[src/rtl/cache_pkg.sv]
package cache_pkg;

    localparam int TAG_W      = 20;
    localparam int INDEX_W    = 8;
    localparam int OFFSET_W   = 4;
    localparam int WORD_W     = 32;
    localparam int LINE_WORDS = 4;
    localparam int STRB_W     = 4;
    localparam int NUM_SETS   = 256;

    localparam logic [2:0] BURST_TYPE = 3'b100; // full line, four beats

    typedef logic [TAG_W-1:0]             tag_t;
    typedef logic [INDEX_W-1:0]           index_t;
    typedef logic [WORD_W-1:0]            word_t;
    typedef logic [STRB_W-1:0]            strb_t;
    typedef logic [1:0]                   bank_sel_t; // word within a line
    typedef logic [LINE_WORDS*WORD_W-1:0] line_t;     // word 0 in the low bits

    // tag RAM entry
    typedef struct packed {
        tag_t tag;
        logic valid;
    } tag_v_t;

    typedef enum logic [2:0] {
        IDLE,
        LOOKUP,
        MISS,
        REPLACE,
        REFILL
    } cache_state_t;

endpackage

[src/rtl/way_if.sv]
`timescale 1ns/1ps

interface way_if import cache_pkg::*; ();

    // controller to way
    logic                                en;       // read access, tag and data
    index_t                              index;
    bank_sel_t                           rd_bank;  // only bank read on a cpu lookup
    logic                                line_rd;  // read all four banks
    logic [LINE_WORDS-1:0][STRB_W-1:0]   bank_we;  // byte lanes per bank
    word_t                               wdata;
    logic                                tag_v_we;
    tag_v_t                              tag_v_in;
    logic                                dirty_we;
    logic                                dirty_in;

    // way to controller
    line_t                               line;     // registered, one cycle after en
    tag_v_t                              tag_v;    // registered, one cycle after en
    logic                                dirty;    // combinational from index

    modport ctrl (
        output en, index, rd_bank, line_rd, bank_we, wdata,
        output tag_v_we, tag_v_in, dirty_we, dirty_in,
        input  line, tag_v, dirty
    );

    modport way (
        input  en, index, rd_bank, line_rd, bank_we, wdata,
        input  tag_v_we, tag_v_in, dirty_we, dirty_in,
        output line, tag_v, dirty
    );

endinterface

[src/rtl/cache_ctrl.sv]
`timescale 1ns/1ps

module cache_ctrl import cache_pkg::*;
(
    input  logic                                clk,
    input  logic                                resetn,
    input  logic                                valid,
    input  logic                                op,        // 1 write, 0 read
    input  index_t                              index,
    input  tag_t                                tag,
    input  logic [OFFSET_W-1:0]                 offset,
    input  strb_t                               wstrb,
    input  word_t                               wdata,
    output logic                                addr_ok,
    output logic                                data_ok,
    output word_t                               rdata,
    output logic                                rd_req,
    output logic [2:0]                          rd_type,
    output logic [TAG_W+INDEX_W+OFFSET_W-1:0]   rd_addr,
    input  logic                                rd_rdy,
    input  logic                                ret_valid,
    input  logic                                ret_last,
    input  word_t                               ret_data,
    output logic                                wr_req,
    output logic [2:0]                          wr_type,
    output logic [TAG_W+INDEX_W+OFFSET_W-1:0]   wr_addr,
    output strb_t                               wr_wstrb,
    output line_t                               wr_data,
    input  logic                                wr_rdy,
    way_if.ctrl                                 w0,
    way_if.ctrl                                 w1
);

    cache_state_t state;
    cache_state_t state_nxt;

    logic                req_op;
    index_t              req_index;
    tag_t                req_tag;
    logic [OFFSET_W-1:0] req_offset;
    strb_t               req_wstrb;
    word_t               req_wdata;
    bank_sel_t           req_bank;

    logic      rep_first;   // first REPLACE cycle, victim still on the way outputs
    logic      rep_way;
    logic      rep_dirty;
    tag_t      rep_tag;
    line_t     rep_line;
    bank_sel_t beat_cnt;

    logic   hit0;
    logic   hit1;
    logic   cache_hit;
    logic   victim_way;
    tag_t   victim_tag;
    line_t  victim_line;
    logic   victim_dirty;
    logic   wb_dirty;
    logic   accept;
    logic   reread;
    logic   fill_beat;
    word_t  load_word;
    word_t  strb_mask;
    word_t  fill_word;
    word_t  way_wdata;
    logic   dirty_in;
    index_t way_index;
    tag_v_t fill_tag_v;
    logic [1:0][LINE_WORDS-1:0][STRB_W-1:0] bank_we;
    logic [1:0] tag_we;
    logic [1:0] dirty_we;

    assign accept    = state == IDLE && valid;
    assign reread    = state == MISS && wr_rdy;   // MISS -> REPLACE
    assign fill_beat = state == REFILL && ret_valid;
    assign req_bank  = req_offset[OFFSET_W-1:2];

    assign hit0      = w0.tag_v.valid && w0.tag_v.tag == req_tag;
    assign hit1      = w1.tag_v.valid && w1.tag_v.tag == req_tag;
    assign cache_hit = hit0 || hit1;
    assign load_word = hit1 ? w1.line[req_bank*WORD_W +: WORD_W]
                            : w0.line[req_bank*WORD_W +: WORD_W];

    // first invalid way, else way 0
    assign victim_way   = w0.tag_v.valid && !w1.tag_v.valid;
    assign victim_tag   = victim_way ? w1.tag_v.tag : w0.tag_v.tag;
    assign victim_line  = victim_way ? w1.line : w0.line;
    assign victim_dirty = victim_way ? w1.dirty : w0.dirty;

    always_comb
    begin
        state_nxt = state;
        case (state)
            IDLE:    if (valid) state_nxt = LOOKUP;
            LOOKUP:  state_nxt = cache_hit ? IDLE : MISS;
            MISS:    if (wr_rdy) state_nxt = REPLACE;
            REPLACE: if (!rep_first && rd_rdy) state_nxt = REFILL;
            REFILL:  if (ret_valid && ret_last) state_nxt = IDLE;
            default: state_nxt = IDLE;
        endcase
    end

    always_ff @(posedge clk or negedge resetn)
    begin
        if (!resetn)
        begin
            state     <= IDLE;
            rep_first <= 1'b0;
            rep_way   <= 1'b0;
            rep_dirty <= 1'b0;
            beat_cnt  <= '0;
        end
        else
        begin
            state     <= state_nxt;
            rep_first <= reread;
            if (rep_first)
            begin
                rep_way   <= victim_way;
                rep_dirty <= victim_dirty;
            end
            if (state == REPLACE && state_nxt == REFILL)
                beat_cnt <= '0;
            else if (fill_beat)
                beat_cnt <= beat_cnt + 1'b1;
        end
    end

    always_ff @(posedge clk)
    begin
        if (accept)
        begin
            req_op     <= op;
            req_index  <= index;
            req_tag    <= tag;
            req_offset <= offset;
            req_wstrb  <= wstrb;
            req_wdata  <= wdata;
        end
        if (rep_first)
        begin
            rep_tag  <= victim_tag;
            rep_line <= victim_line;
        end
    end

    always_comb
    begin
        for (int i = 0; i < STRB_W; i++)
            strb_mask[i*(WORD_W/STRB_W) +: WORD_W/STRB_W] = {(WORD_W/STRB_W){req_wstrb[i]}};
    end

    // store bytes go over the refilled word of a write miss
    assign fill_word = (req_op && beat_cnt == req_bank)
                     ? (req_wdata & strb_mask) | (ret_data & ~strb_mask)
                     : ret_data;

    always_comb
    begin
        bank_we  = '0;
        tag_we   = '0;
        dirty_we = '0;
        if (state == LOOKUP && req_op && cache_hit)
        begin
            bank_we[hit1][req_bank] = req_wstrb;   // hit write, bank port is free here
            dirty_we[hit1]          = 1'b1;
        end
        if (fill_beat)
        begin
            bank_we[rep_way][beat_cnt] = '1;
            tag_we[rep_way]            = ret_last;
            dirty_we[rep_way]          = ret_last;
        end
    end

    assign way_index  = (state == IDLE) ? index : req_index;
    assign way_wdata  = (state == REFILL) ? fill_word : req_wdata;
    assign dirty_in   = (state == REFILL) ? req_op : 1'b1;
    assign fill_tag_v = '{tag: req_tag, valid: 1'b1};

    assign w0.en       = accept || reread;
    assign w0.line_rd  = reread;
    assign w0.rd_bank  = offset[OFFSET_W-1:2];
    assign w0.index    = way_index;
    assign w0.bank_we  = bank_we[0];
    assign w0.wdata    = way_wdata;
    assign w0.tag_v_we = tag_we[0];
    assign w0.tag_v_in = fill_tag_v;
    assign w0.dirty_we = dirty_we[0];
    assign w0.dirty_in = dirty_in;

    assign w1.en       = accept || reread;
    assign w1.line_rd  = reread;
    assign w1.rd_bank  = offset[OFFSET_W-1:2];
    assign w1.index    = way_index;
    assign w1.bank_we  = bank_we[1];
    assign w1.wdata    = way_wdata;
    assign w1.tag_v_we = tag_we[1];
    assign w1.tag_v_in = fill_tag_v;
    assign w1.dirty_we = dirty_we[1];
    assign w1.dirty_in = dirty_in;

    assign addr_ok = state == IDLE;
    assign data_ok = (state == LOOKUP && (cache_hit || req_op))
                  || (fill_beat && !req_op && beat_cnt == req_bank);
    assign rdata   = (state == REFILL) ? ret_data : load_word;

    assign rd_req  = state == REPLACE && !rep_first;
    assign rd_type = BURST_TYPE;
    assign rd_addr = {req_tag, req_index, {OFFSET_W{1'b0}}};

    // victim comes live from the ways in the first cycle, then from the buffer
    assign wb_dirty = rep_first ? victim_dirty : rep_dirty;
    assign wr_req   = rep_first && victim_dirty;
    assign wr_type  = BURST_TYPE;
    assign wr_addr  = {(rep_first ? victim_tag : rep_tag), req_index, {OFFSET_W{1'b0}}};
    assign wr_wstrb = {STRB_W{wb_dirty}};
    assign wr_data  = rep_first ? victim_line : rep_line;

endmodule

[src/flat_wrapper.sv]
// flat-port wrapper written by rule: the top's interface ports become plain ports
module cache_ctrl_flat import cache_pkg::*;
  (clk, resetn, valid, op, index, tag, offset, wstrb, wdata, addr_ok, data_ok, rdata, rd_req, rd_type, rd_addr, rd_rdy, ret_valid, ret_last, ret_data, wr_req, wr_type, wr_addr, wr_wstrb, wr_data, wr_rdy, w0_en, w0_index, w0_rd_bank, w0_line_rd, w0_bank_we, w0_wdata, w0_tag_v_we, w0_tag_v_in, w0_dirty_we, w0_dirty_in, w0_line, w0_tag_v, w0_dirty, w1_en, w1_index, w1_rd_bank, w1_line_rd, w1_bank_we, w1_wdata, w1_tag_v_we, w1_tag_v_in, w1_dirty_we, w1_dirty_in, w1_line, w1_tag_v, w1_dirty);
  way_if w0_i ();
  way_if w1_i ();
  input  logic clk;
  input  logic resetn;
  input  logic valid;
  input  logic op;
  input  index_t index;
  input  tag_t tag;
  input  logic [OFFSET_W-1:0] offset;
  input  strb_t wstrb;
  input  word_t wdata;
  output logic addr_ok;
  output logic data_ok;
  output word_t rdata;
  output logic rd_req;
  output logic [2:0] rd_type;
  output logic [TAG_W+INDEX_W+OFFSET_W-1:0] rd_addr;
  input  logic rd_rdy;
  input  logic ret_valid;
  input  logic ret_last;
  input  word_t ret_data;
  output logic wr_req;
  output logic [2:0] wr_type;
  output logic [TAG_W+INDEX_W+OFFSET_W-1:0] wr_addr;
  output strb_t wr_wstrb;
  output line_t wr_data;
  input  logic wr_rdy;
  output wire logic [$bits(w0_i.en)-1:0] w0_en;
  output wire logic [$bits(w0_i.index)-1:0] w0_index;
  output wire logic [$bits(w0_i.rd_bank)-1:0] w0_rd_bank;
  output wire logic [$bits(w0_i.line_rd)-1:0] w0_line_rd;
  output wire logic [$bits(w0_i.bank_we)-1:0] w0_bank_we;
  output wire logic [$bits(w0_i.wdata)-1:0] w0_wdata;
  output wire logic [$bits(w0_i.tag_v_we)-1:0] w0_tag_v_we;
  output wire logic [$bits(w0_i.tag_v_in)-1:0] w0_tag_v_in;
  output wire logic [$bits(w0_i.dirty_we)-1:0] w0_dirty_we;
  output wire logic [$bits(w0_i.dirty_in)-1:0] w0_dirty_in;
  input wire logic [$bits(w0_i.line)-1:0] w0_line;
  input wire logic [$bits(w0_i.tag_v)-1:0] w0_tag_v;
  input wire logic [$bits(w0_i.dirty)-1:0] w0_dirty;
  output wire logic [$bits(w1_i.en)-1:0] w1_en;
  output wire logic [$bits(w1_i.index)-1:0] w1_index;
  output wire logic [$bits(w1_i.rd_bank)-1:0] w1_rd_bank;
  output wire logic [$bits(w1_i.line_rd)-1:0] w1_line_rd;
  output wire logic [$bits(w1_i.bank_we)-1:0] w1_bank_we;
  output wire logic [$bits(w1_i.wdata)-1:0] w1_wdata;
  output wire logic [$bits(w1_i.tag_v_we)-1:0] w1_tag_v_we;
  output wire logic [$bits(w1_i.tag_v_in)-1:0] w1_tag_v_in;
  output wire logic [$bits(w1_i.dirty_we)-1:0] w1_dirty_we;
  output wire logic [$bits(w1_i.dirty_in)-1:0] w1_dirty_in;
  input wire logic [$bits(w1_i.line)-1:0] w1_line;
  input wire logic [$bits(w1_i.tag_v)-1:0] w1_tag_v;
  input wire logic [$bits(w1_i.dirty)-1:0] w1_dirty;
  assign w0_en = w0_i.en;
  assign w0_index = w0_i.index;
  assign w0_rd_bank = w0_i.rd_bank;
  assign w0_line_rd = w0_i.line_rd;
  assign w0_bank_we = w0_i.bank_we;
  assign w0_wdata = w0_i.wdata;
  assign w0_tag_v_we = w0_i.tag_v_we;
  assign w0_tag_v_in = w0_i.tag_v_in;
  assign w0_dirty_we = w0_i.dirty_we;
  assign w0_dirty_in = w0_i.dirty_in;
  assign w0_i.line = w0_line;
  assign w0_i.tag_v = w0_tag_v;
  assign w0_i.dirty = w0_dirty;
  assign w1_en = w1_i.en;
  assign w1_index = w1_i.index;
  assign w1_rd_bank = w1_i.rd_bank;
  assign w1_line_rd = w1_i.line_rd;
  assign w1_bank_we = w1_i.bank_we;
  assign w1_wdata = w1_i.wdata;
  assign w1_tag_v_we = w1_i.tag_v_we;
  assign w1_tag_v_in = w1_i.tag_v_in;
  assign w1_dirty_we = w1_i.dirty_we;
  assign w1_dirty_in = w1_i.dirty_in;
  assign w1_i.line = w1_line;
  assign w1_i.tag_v = w1_tag_v;
  assign w1_i.dirty = w1_dirty;
  cache_ctrl u_core (.clk(clk), .resetn(resetn), .valid(valid), .op(op), .index(index), .tag(tag), .offset(offset), .wstrb(wstrb), .wdata(wdata), .addr_ok(addr_ok), .data_ok(data_ok), .rdata(rdata), .rd_req(rd_req), .rd_type(rd_type), .rd_addr(rd_addr), .rd_rdy(rd_rdy), .ret_valid(ret_valid), .ret_last(ret_last), .ret_data(ret_data), .wr_req(wr_req), .wr_type(wr_type), .wr_addr(wr_addr), .wr_wstrb(wr_wstrb), .wr_data(wr_data), .wr_rdy(wr_rdy), .w0(w0_i), .w1(w1_i));
endmodule
[config.mk]
export PLATFORM = sky130hd
export DESIGN_NAME = cache_ctrl_flat
export DESIGN_NICKNAME = d
export VERILOG_FILES = /design/src/rtl/cache_pkg.sv /design/src/rtl/way_if.sv /design/src/rtl/cache_ctrl.sv /design/src/flat_wrapper.sv
export SDC_FILE = /design/constraint.sdc
export NUM_CORES = 1
export LEC_CHECK = 0
export BUFFER_PORTS_ARGS = -buffer_cell sky130_fd_sc_hd__buf_2
export CORE_AREA = 5 5 316 318
export CTS_CLUSTER_DIAMETER = 40
export DETAILED_ROUTE_END_ITERATION = 6
export DIE_AREA = 0 0 321 323
export PLACE_DENSITY = 0.31
export SKIP_CTS_REPAIR_TIMING = 1
export SYNTH_ARGS = -nofsm -noshare
export SYNTH_HDL_FRONTEND = slang
export SYNTH_SLANG_ARGS = --single-unit
[constraint.sdc]
create_clock -name clk -period 3.8 [get_ports clk]
set_input_delay 0.76 -clock clk [delete_from_list [all_inputs] [get_ports clk]]
set_output_delay 0.76 -clock clk [all_outputs]
set_load 0.05 [all_outputs]
==> summary.md, run 1 <==
| Metric | Value |
|---|---|
| Worst Hold Depth | 1 |
| Initial DRT Pass Iterations | 5 |
| Worst IR drop on VDD | 517 uV |
| Post-synth ARST share | 3.59% |
| Startpoint of the most critical register-to-register path | u_core.state[2]$_DFF_PN0_ |
| Area of the mapped netlist | 13300 um2 |
| Worst max-slew margin expressed relative to the limit | 48.8% |
| Combinational Power Share | 50.7% |
| Number of endpoints with negative hold slack in the final report | 0 |
| Nature of the critical path startpoint | flop |
| Violated checks | negative setup slack |
| Routability cong. | 0.894 |
| Final hold slack | 0.313 ns |
| Areal power density over the cells | 944 nW/um2 |
| Number of max-slew violations in the final report | 0 |
| Die area | 104000 um2 |
| Pin count of the biggest net entering global routing | 85 |
| TritonCTS buffer count | 75 |
| Clock sink count | 223 |
| Number of global-route vias before repair | 15200 |
| Net Sw Power | 10.8 mW |
| Setup repair after global routing missed its margin | yes |
| Transition time at the pin with the least slew margin | 0.768 ns |
| I/O pins | 814 |
| Synthesized instance count | 1446 |
| Number of inserted filler cells in the final layout | 10600 |
| Die height | 323 um |
| Layout Area Growth over Synthesis | 73.7% |
| Critical setup path kind | reg -> out |
| Setup TNS | -19.41 ns |
| Detailed placement HPWL | 77600 um |
| Arrival time worst endpoint | 3.48 ns |
| Initial core utilization | 13.8% |
| Largest stage delay, worst path | 0.44 ns |
| Leak | 10.9 nW |
| Row count | 114 |
| Final wirelength | 94100 um |
| CTS H-Tree Depth | 3 |
| Count of flip-flops with a built-in enable after synthesis | 67 |
| Post-route standard cell area excluding fillers | 23000 um2 |
| Total global-route track usage | 16.9% |
| Register-to-register setup slack | 1.41 ns |
| Count of max-cap constraint violations | 0 |
| PortBufs | 795 |
| Portion of the clock cycle consumed by the worst path in the final layout | 112% |
| Post-DP Area | 19500 um2 |
| Worst-path fanout max | 12 |
| Min-delay worst type | in -> reg |
| Total congestion overflow | 0 |
| Number of antenna violations at the first check in global routing | 22 |
| Total number of vias | 14500 |
| Fraction of layout instances using a drive strength above 1 | 53.9% |
| Number of register bits inferred by synthesis | 223 |
| First-iteration detailed-routing DRC count | 673 |
| Die X | 321 um |
| Reg power frac | 17.3% |
| Net switching fraction of the power | 49.5% |
| Cell-by-cell listing of the critical path | xor2_2, nor4_4, buf_4, and3_4, nand3_4, buf_12, buf_4, mux4_2, o22ai_1, nor2_1, buf_2 |
| Yosys warns | 0 |
| Avg Cell Area, Syn | 9.17 um2 |
| Internal Power | 11.0 mW |
| Tmin final | 4.24 ns |
| Worst path slowest cell | edfxtp_1 |
| Nets | 2688 |
| Setup violators final | 64 |
| Worst Reg-to-Reg Cells | 4 |
| Result of the run | complete, but fails checks |
| Source-to-sink clock delay at the later pin of the worst-skew pair | 0.62 ns |
| Unique cell type count in the Yosys netlist | 58 |
| Share of the yosys chip area belonging to registers | 39.0% |
| CTS tree | done |
| Maximum frequency from static timing analysis | 0.236 GHz |
| Clock root buffer master | clkbuf_16 |
| DRC violations left | 0 |
| Hold path startpoint | wdata[15] |
| Clock edge transition at the registers on the reported setup and hold paths | 0.05 ns |
| Crit Reg-Reg Endpoint | u_core.req_wdata[18]$_DFFE_PP_ |
| Required time at the endpoint of the critical path | 3.04 ns |
| Worst Setup SP | u_core.req_tag[18]$_DFFE_PP_ |
| Wire per inst | 26.0 um |
| Type of destination of the critical path | output pin |
| Core Box Area | 96300 um2 |
| Flip-flop cell with the highest count after synthesis | dfxtp_1 |
| Remaining number of nets flagged by the antenna check after routing | 0 |
| Cell type with the highest occurrence count on the critical path | buf_4 |
| Buffer depth of the longest clock path | 3 |
| Worst-case hold path end point | u_core.req_wdata[15]$_DFFE_PP_ |
| PnR worst setup slack | -0.441 ns |
| First-pass GRT wire length | 123000 um |
| Worst clock skew on the final layout | 0.0141 ns |
| Average vias per placed instance | 4.00 |
| Clock share of power | 32.0% |
-- critical path, delay by kind of cell, from the launching register on --
kind                   cells  cell delay (ns)
AO/OA/AOI/OAI              1             0.17
XOR/XNOR                   1             0.19
buffers and inverters      4             0.80
flip-flops                 1             0.44
multiplexers               1             0.44
AND/OR/NAND/NOR            4             0.79
-- layout make-up --
cell class / instances / area, um2 / share of cell area, %
Multi-Input combinational cell: 1009 / 7390 / 32.1
Timing Repair Buffer: 958 / 6020 / 26.1
Sequential cell: 223 / 5180 / 22.5
Clock buffer: 95 / 2140 / 9.28
Tap cell: 1276 / 1600 / 6.93
Clock inverter: 45 / 677 / 2.94
Inverter: 9 / 33.8 / 0.147
Antenna cell: 7 / 17.5 / 0.0760
-- synthesized netlist by cell type (all sizes together), types with 5 or more instances --
cell type | count | area, um2
mux2i | 197 | 1970
nand3 | 24 | 125
a22oi | 8 | 60.1
o211ai | 6 | 45.0
mux4 | 14 | 330
dfrtp | 8 | 200
o21ai | 56 | 280
a32o | 5 | 50.1
and3 | 10 | 62.6
a41oi | 6 | 52.6
nor3 | 17 | 96.4
mux2 | 46 | 518
clkbuf | 72 | 272
nand4 | 9 | 56.3
inv | 9 | 33.8
nand2 | 63 | 236
nand2b | 8 | 50.1
a31oi | 27 | 169
buf | 147 | 1040
a311oi | 6 | 52.6
a21oi | 172 | 861
nor3b | 12 | 90.1
dfxtp | 148 | 2960
and2 | 5 | 31.3
xor2 | 11 | 96.3
nor2b | 5 | 31.3
nor2 | 205 | 769
edfxtp | 67 | 2010
xnor2 | 32 | 280
nand3b | 11 | 82.6
-- registers in the layout, summed over array words and instances (netlist names) --
name	count
u_core.req_offset	2
u_core.req_wdata	32
u_core.rep_dirty	1
u_core.rep_line	128
u_core.req_wstrb	4
u_core.state	3
u_core.req_op	1
u_core.req_index	8
u_core.rep_way	1
u_core.req_tag	20
u_core.beat_cnt	2
u_core.rep_tag	20
u_core.rep_first	1
-- metal layers --
layer  global-route usage, %  part of all wire, %  up-vias  wire length (um)
met5                       0                 0.12        -               111
met4                    4.23                  2.5       16              2320
met3                    5.91                  8.1      129              7630
met2                    31.0                   51      669             48100
met1                    18.8                   38     6913             35900
li1                        -                    -     6772                 -
-- cells in the final DEF, fill, tap and decap left out, drive strengths merged, types with 6 or more instances in the layout --
cell type    n
buf        924
nor2       205
mux2i      197
a21oi      172
dfxtp      148
clkbuf     128
edfxtp      67
nand2       63
o21ai       56
mux2        46
xnor2       32
a31oi       27
nand3       24
nor3        17
conb        16
clkinv      16
bufinv      15
inv         15
mux4        14
nor3b       12
nand3b      11
xor2        11
and3        10
nand4        9
a22oi        8
clkinvlp     8
nand2b       8
dfrtp        8
diode        7
o211ai       6
a41oi        6
a311oi       6
-- metrics by stage --
step	util [%]	power [mW]	std cells	setup slack (ns)
final	23.9	21.7	3622	-0.441
after CTS	23.1	22.0	3597	-0.894
after global routing	23.9	22.7	3615	-0.638
after detailed placement	20.2	14.8	3457	-0.632
after global placement	20.2	14.8	3457	-0.621
after floorplan	-	11.5	1460	-0.232
-- kinds of logic after synthesis --
| group | Yosys count | share of synthesized area (%) |
|---|---|---|
| other | 2 | 0.0566 |
| buffers and inverters | 228 | 10.1 |
| and+or+nand+nor | 378 | 12.8 |
| xor gates and xnor gates | 43 | 2.84 |
| adders and majority gates | 4 | 0.377 |
| muxes | 257 | 21.3 |
| AOI/OAI and AO/OA | 311 | 13.5 |
| DFF | 223 | 39.0 |
-- worst max-delay path by stage --
stage | end | slack (ns) | depth (start not counted)
floorplan | w1_en | -0.23 | 5
global placement | rdata[19] | -0.62 | 11
detailed placement | rdata[12] | -0.63 | 12
CTS | rdata[12] | -0.89 | 11
global route | rdata[26] | -0.64 | 11
finish | rdata[12] | -0.44 | 11
-- power by group through the flow --
| stage | registers, mW | logic (mW) | clock network (mW) |
|---|---|---|---|
| final | 3.76 | 11.0 | 6.96 |
| after global routing | 3.85 | 11.6 | 7.27 |
| after CTS | 3.78 | 11.1 | 7.16 |
| after detailed placement | 3.82 | 11.0 | 0 |
| after global placement | 3.80 | 11.0 | 0 |
| after floorplan | 3.85 | 7.65 | 0 |
No activity file was read; power rests on OpenSTA's default activity.
==> inputs of run 2 (changes only) <==
--- a/config.mk
+++ b/config.mk
@@ -10,7 +10,7 @@
 export CTS_CLUSTER_DIAMETER = 40
 export DETAILED_ROUTE_END_ITERATION = 6
 export DIE_AREA = 0 0 321 323
-export PLACE_DENSITY = 0.31
+export PLACE_DENSITY = 0.3
 export SKIP_CTS_REPAIR_TIMING = 1
 export SYNTH_ARGS = -nofsm -noshare
 export SYNTH_HDL_FRONTEND = slang
==> constraint.sdc (replaced) <==
create_clock -name clk -period 4 [get_ports clk]
set_input_delay 0.8 -clock clk [delete_from_list [all_inputs] [get_ports clk]]
set_output_delay 0.8 -clock clk [all_outputs]
set_load 0.05 [all_outputs]
==> summary.md, run 2 (synthesis gave the netlist of run 1 again) <==
| Metric | Value |
|---|---|
| Layout Area Growth over Synthesis | 77.6% (was 73.7%) |
| Portion of the clock cycle consumed by the worst path in the final layout | 113% |
| Arrival time worst endpoint | 3.71 ns (was 3.48 ns) |
| Remaining number of nets flagged by the antenna check after routing | 0 (unchanged) |
| Result of the run | complete, but fails checks (unchanged) |
| Worst IR drop on VDD | 413 uV (was 517 uV) |
| Register-to-register setup slack | 1.60 ns (was 1.41 ns) |
| Total congestion overflow | 0 (unchanged) |
| Initial DRT Pass Iterations | 7 (was 5) |
| Total global-route track usage | 17.1% (was 16.9%) |
| Tmin final | 4.51 ns |
| Maximum frequency from static timing analysis | 0.222 GHz |
| Cell-by-cell listing of the critical path | xnor2_2, buf_4, nand4_1, or4_4, nor3_4, buf_12, clkbuf_16, buf_6, mux2i_1, o32ai_1, buf_4, a31oi_4, buf_12 (was xor2_2, nor4_4, buf_4, and3_4, nand3_4, buf_12, buf_4, mux4_2, o22ai_1, nor2_1, buf_2) |
| Areal power density over the cells | 865 nW/um2 (was 944 nW/um2) |
| Critical setup path kind | reg -> out (unchanged) |
| Transition time at the pin with the least slew margin | 0.836 ns (was 0.768 ns) |
| Count of max-cap constraint violations | 0 (unchanged) |
| Die height | 323 um (unchanged) |
| Type of destination of the critical path | output pin (unchanged) |
| Final wirelength | 96200 um (was 94100 um) |
| Die area | 104000 um2 (unchanged) |
| Fraction of layout instances using a drive strength above 1 | 54.6% (was 53.9%) |
| Source-to-sink clock delay at the later pin of the worst-skew pair | 0.63 ns (was 0.62 ns) |
| Average vias per placed instance | 3.99 (was 4.00) |
| Crit Reg-Reg Endpoint | u_core.req_wdata[18]$_DFFE_PP_ (unchanged) |
| Violated checks | negative setup slack (unchanged) |
| Worst max-slew margin expressed relative to the limit | 44.1% (was 48.8%) |
| I/O pins | 814 (unchanged) |
| Setup repair after global routing missed its margin | yes (unchanged) |
| Die X | 321 um (unchanged) |
| Worst-path fanout max | 6 (was 12) |
| CTS tree | done (unchanged) |
| Non-Filler Instances | 3616 (was 3622) |
| Detailed placement HPWL | 78400 um (was 77600 um) |
| Worst path slowest cell | or4_4 (was edfxtp_1) |
| Commonest cells after routing, fill and taps aside | 720 x buf_2, 200 x nor2_1, 193 x mux2i_1 (was 727 x buf_2, 201 x nor2_1, 194 x mux2i_1) |
| Largest stage delay, worst path | 0.61 ns (was 0.44 ns) |
| Nets | 2687 (was 2688) |
| TritonCTS buffer count | 75 (unchanged) |
| Total number of vias | 14400 (was 14500) |
| Post-route standard cell area excluding fillers | 23600 um2 (was 23000 um2) |
| Wire per inst | 26.6 um (was 26.0 um) |
| CTS H-Tree Depth | 3 (unchanged) |
| Core Box Area | 96300 um2 (unchanged) |
| Critical path destination | rdata[23] (was rdata[12]) |
| Final hold slack | 0.0529 ns (was 0.313 ns) |
| Number of flip-flops in the largest register | 128 (unchanged) |
| Setup violators final | 57 (was 64) |
| Startpoint of the most critical register-to-register path | u_core.state[2]$_DFF_PN0_ (unchanged) |
| Routability cong. | 0.866 (was 0.894) |
| Row count | 114 (unchanged) |
| Worst Reg-to-Reg Cells | 4 (unchanged) |
| Number of max-slew violations in the final report | 0 (unchanged) |
| PnR worst setup slack | -0.507 ns (was -0.441 ns) |
| Number of antenna violations at the first check in global routing | 23 (was 22) |
| Worst Setup SP | u_core.req_tag[9]$_DFFE_PP_ (was u_core.req_tag[18]$_DFFE_PP_) |
| Top register by number of flip-flops | u_core.rep_line (unchanged) |
| DRC violations left | 0 (unchanged) |
| Required time at the endpoint of the critical path | 3.20 ns (was 3.04 ns) |
| Area used by sequential logic in the layout | 5180 um2 (unchanged) |
| Buffer depth of the longest clock path | 3 (unchanged) |
| Number of global-route vias before repair | 15400 (was 15200) |
| Number of endpoints with negative hold slack in the final report | 0 (unchanged) |
| Multi-input gate area | 7780 um2 (was 7390 um2) |
| Power consumption | 20.4 mW (was 21.7 mW) |
| Top flop regs | u_core.rep_line: 128 flops, u_core.req_wdata: 32 flops (unchanged) |
| Cell count after placement | 3447 (was 3457) |
| First-iteration detailed-routing DRC count | 536 (was 673) |
| Pin count of the biggest net entering global routing | 67 (was 85) |
| PortBufs | 795 (unchanged) |
| Clock edge transition at the registers on the reported setup and hold paths | 0.05 ns (about the same) |
| Initial core utilization | 13.8% (unchanged) |
| Clock sink count | 223 (unchanged) |
| Nature of the critical path startpoint | flop (unchanged) |
| Most common library cell in the layout ignoring fill and taps | buf_2 (unchanged) |
| First-pass GRT wire length | 124000 um (was 123000 um) |
| Min-delay worst type | in -> async (was in -> reg) |
| Post-DP Area | 19400 um2 (was 19500 um2) |
| Leak | 11.1 nW (was 10.9 nW) |
| Worst clock skew on the final layout | 0.0227 ns (was 0.0141 ns) |
| Number of inserted filler cells in the final layout | 10600 (about the same) |
| Pre-CTS WS | -0.482 ns (was -0.632 ns) |
| Clock root buffer master | clkbuf_16 (unchanged) |
run 2: cell types whose count changed in the layout (fill, tap and decap cells not counted), moves of 7 or more:
cell       delta
buf_12       +14
buf_2         -7
buf_4         -9
buf_6        +23
bufinv_16     -7
clkbuf_4     -29
clkinv_2      +8
nand2_1      -10
o21ai_2      -12
o21ai_4      +11
run 2: layer usage:
metal | global-route usage (%) | wire [um] | part of all wire (%)
met5 | 0 | 124 | 0.13
met4 | 4.55 | 2770 | 2.9
met3 | 5.91 | 7280 | 7.6
met2 | 31.8 | 49700 | 52
met1 | 18.4 | 36300 | 38
run 2: worst min path at each step:
stage,to,slack [ns],cells after the start
after floorplan,u_core.beat_cnt[0]$_DFFE_PN0P_,0.50,0
after global placement,u_core.rep_line[2]$_DFF_P_,0.46,2
after detailed placement,u_core.rep_line[86]$_DFF_P_,0.46,2
after CTS,u_core.rep_dirty$_DFF_PN0_,0.01,1
after global routing,u_core.rep_dirty$_DFF_PN0_,0.03,1
final,u_core.rep_dirty$_DFF_PN0_,0.05,1
run 2: stage by stage:
stage               utilization [%]  TNS, ns
floorplan                         -    -9.26
global placement               20.2   -18.11
detailed placement             20.2   -17.33
CTS                            22.8   -34.01
global route                   24.5   -24.74
finish                         24.5   -14.54
run 2: layout make-up:
| type | count | share of cell area (%) |
|---|---|---|
| inverter | 9 | 0.143 |
| timing repair buffer | 957 | 27.0 |
| tap | 1276 | 6.78 |
| clock inverter | 43 | 2.02 |
| antenna | 3 | 0.0319 |
| sequential | 223 | 22.0 |
| clock buffer | 96 | 8.96 |
| multi-input combinational | 1009 | 33.1 |
run 2: where the power goes:
| group | internal (mW) | switching, mW |
|---|---|---|
| clock | 4.21 | 1.82 |
| combinational | 2.59 | 8.12 |
| sequential | 3.26 | 0.367 |
| total | 10.1 | 10.3 |
run 2: critical path, delay by kind of cell (launching register included):
kind,cells,cell delay (ns)
flip-flops,1,0.45
multiplexers,1,0.18
AO/OA/AOI/OAI,2,0.29
XOR/XNOR,1,0.19
AND/OR/NAND/NOR,3,1.02
buffers and inverters,6,0.92
==> inputs of run 3 (changes only) <==
--- a/config.mk
+++ b/config.mk
@@ -6,11 +6,11 @@
 export NUM_CORES = 1
 export LEC_CHECK = 0
 export BUFFER_PORTS_ARGS = -buffer_cell sky130_fd_sc_hd__buf_2
-export CORE_AREA = 5 5 316 318
+export CORE_AREA = 5 5 311 313
 export CTS_CLUSTER_DIAMETER = 40
 export DETAILED_ROUTE_END_ITERATION = 6
-export DIE_AREA = 0 0 321 323
-export PLACE_DENSITY = 0.3
+export DIE_AREA = 0 0 316 318
+export PLACE_DENSITY = 0.31
 export SKIP_CTS_REPAIR_TIMING = 1
 export SYNTH_ARGS = -nofsm -noshare
 export SYNTH_HDL_FRONTEND = slang
==> constraint.sdc (replaced) <==
create_clock -name clk -period 4.32 [get_ports clk]
set_input_delay 0.864 -clock clk [delete_from_list [all_inputs] [get_ports clk]]
set_output_delay 0.864 -clock clk [all_outputs]
set_load 0.05 [all_outputs]
==> summary.md, run 3 (synthesis gave the netlist of run 1 again) <==
| Metric | Value |
|---|---|
| Result of the run | complete, but fails checks (unchanged) |
| Violated checks | negative setup slack (unchanged) |
| Average vias per placed instance | 3.99 (about the same) |
| Total met3 wirelength after detailed routing | 7490 um (was 7280 um) |
| Cell count after placement | 3402 (was 3447) |
| Post-route standard cell area excluding fillers | 22700 um2 (was 23600 um2) |
| Clock sink count | 223 (unchanged) |
| TritonCTS buffer count | 69 (was 75) |
| Areal power density over the cells | 799 nW/um2 (was 865 nW/um2) |
| CTS H-Tree Depth | 3 (unchanged) |
| Nets | 2678 (was 2687) |
| Nature of the critical path startpoint | flop (unchanged) |
| Wire per inst | 24.3 um (was 26.6 um) |
| Die height | 318 um (was 323 um) |
| Remaining number of nets flagged by the antenna check after routing | 0 (unchanged) |
| Setup TNS | -0.116 ns (was -14.54 ns) |
| Pre-CTS WS | -0.565 ns (was -0.482 ns) |
| CTS tree | done (unchanged) |
| Setup repair after global routing missed its margin | yes (unchanged) |
| Worst clock skew on the final layout | 0.0153 ns (was 0.0227 ns) |
| Detailed placement HPWL | 70800 um (was 78400 um) |
| Total global-route track usage | 16.3% (was 17.1%) |
| Number of max-slew violations in the final report | 0 (unchanged) |
| Source-to-sink clock delay at the later pin of the worst-skew pair | 0.61 ns (was 0.63 ns) |
| Power consumption | 18.1 mW (was 20.4 mW) |
| Die area | 100000 um2 (was 104000 um2) |
| Clock root buffer master | clkbuf_16 (unchanged) |
| Number of antenna violations at the first check in global routing | 27 (was 23) |
| Worst-path fanout max | 5 (was 6) |
| Row count | 113 (was 114) |
| Clock edge transition at the registers on the reported setup and hold paths | 0.04 ns (was 0.05 ns) |
| Total number of vias | 14400 (about the same) |
| I/O pins | 814 (unchanged) |
| Worst IR drop on VDD | 487 uV (was 413 uV) |
| Worst max-slew margin expressed relative to the limit | 34.3% (was 44.1%) |
| Core Box Area | 94000 um2 (was 96300 um2) |
| First-iteration detailed-routing DRC count | 583 (was 536) |
| Most common library cell in the layout ignoring fill and taps | buf_2 (unchanged) |
| Setup violators final | 4 (was 57) |
| Critical setup path kind | reg -> out (unchanged) |
| Routability cong. | 0.862 (was 0.866) |
| PnR worst setup slack | -0.0486 ns (was -0.507 ns) |
| Routed wl met2 | 44200 um (was 49700 um) |
| Top flop regs | u_core.rep_line: 128 flops, u_core.req_wdata: 32 flops (unchanged) |
| Tmin final | 4.37 ns |
| Layout Area Growth over Synthesis | 70.8% (was 77.6%) |
| Met1 Wirelength | 33000 um (was 36300 um) |
| Fraction of layout instances using a drive strength above 1 | 52.3% (was 54.6%) |
| Portion of the clock cycle consumed by the worst path in the final layout | 101% |
| Highest Signal Layer | met5 (unchanged) |
| Required time at the endpoint of the critical path | 3.46 ns (was 3.20 ns) |
| Final wirelength | 87500 um (was 96200 um) |
| Count of max-cap constraint violations | 0 (unchanged) |
| Arrival time worst endpoint | 3.50 ns (was 3.71 ns) |
| PortBufs | 795 (unchanged) |
| Leak | 10.7 nW (was 11.1 nW) |
| Buffer depth of the longest clock path | 3 (unchanged) |
| Core occupancy in the finished layout | 24.1% (was 24.5%) |
| Transition time at the pin with the least slew margin | 0.985 ns (was 0.836 ns) |
| Non-Filler Instances | 3601 (was 3616) |
| Min-delay worst type | in -> async (unchanged) |
| Commonest cells after routing, fill and taps aside | 741 x buf_2, 201 x nor2_1, 195 x mux2i_1 (was 720 x buf_2, 200 x nor2_1, 193 x mux2i_1) |
| First-pass GRT wire length | 117000 um (was 124000 um) |
| Pin count of the biggest net entering global routing | 72 (was 67) |
| Initial DRT Pass Iterations | 5 (was 7) |
| Top register by number of flip-flops | u_core.rep_line (unchanged) |
| Post-DP Area | 18900 um2 (was 19400 um2) |
| Maximum frequency from static timing analysis | 0.229 GHz |
| Number of flip-flops in the largest register | 128 (unchanged) |
| Total congestion overflow | 0 (unchanged) |
| Number of endpoints with negative hold slack in the final report | 0 (unchanged) |
| DRC violations left | 0 (unchanged) |
| Die X | 316 um (was 321 um) |
| Type of destination of the critical path | output pin (unchanged) |
| Number of global-route vias before repair | 15200 (was 15400) |
| Initial core utilization | 14.1% (was 13.8%) |
| Final hold slack | 0.152 ns (was 0.0529 ns) |
-- run 3: cell count changes in the layout (fill, tap and decap cells not counted), sizes merged --
cell,change
buf,-11
clkinvlp,-1
clkinv,-8
bufbuf,+1
bufinv,+3
clkbuf,-1
diode,+13
-- run 3: worst max-delay path, cell delays in order, from the launching register on --
cell      delay [ns]
edfxtp_1        0.47
xnor2_2         0.26
nand2_1         0.08
or4_4           0.54
nor3_4          0.24
buf_6           0.13
buf_12          0.13
buf_12          0.11
mux4_2          0.49
a31oi_1         0.21
buf_4           0.23
-- run 3: final timing paths --
kind	startpoint	slack (ns)	cells past startpoint	end
max	u_core.req_tag[3]$_DFFE_PP_	-0.05	10	rdata[2]
min	resetn	0.15	1	u_core.rep_first$_DFF_PN0_
max reg2reg	u_core.state[2]$_DFF_PN0_	1.86	4	u_core.req_wdata[19]$_DFFE_PP_
min reg2reg	u_core.rep_line[100]$_DFF_P_	0.46	2	u_core.rep_line[100]$_DFF_P_
max in group asynchronous	resetn	3.91	1	u_core.rep_first$_DFF_PN0_
min in group clk	wdata[29]	0.43	1	u_core.req_wdata[29]$_DFFE_PP_
-- run 3: metal layers --
metal	vias to the layer above	global-route usage, %
li1	6762	-
met1	6832	17.8
met2	635	29.8
met3	131	5.83
met4	12	4.22
met5	-	0
-- run 3: final cells by class --
cell class	instances	area, um2
Antenna cell	16	40.0
Sequential cell	223	5180
Clock buffer	88	1900
Fill cell	10400	71400
Clock inverter	37	509
Tap cell	1265	1580
Timing Repair Buffer	954	6070
Inverter	9	33.8
Multi-Input combinational cell	1009	7340
-- run 3: where the power goes --
group / switching, mW / total [mW] / internal (mW) / leakage [nW]
Combinational: 7.22 / 9.41 / 2.19 / 7.63
Clock: 1.56 / 5.30 / 3.73 / 1.16
Sequential: 0.370 / 3.39 / 3.02 / 1.96
Total: 9.16 / 18.1 / 8.94 / 10.7
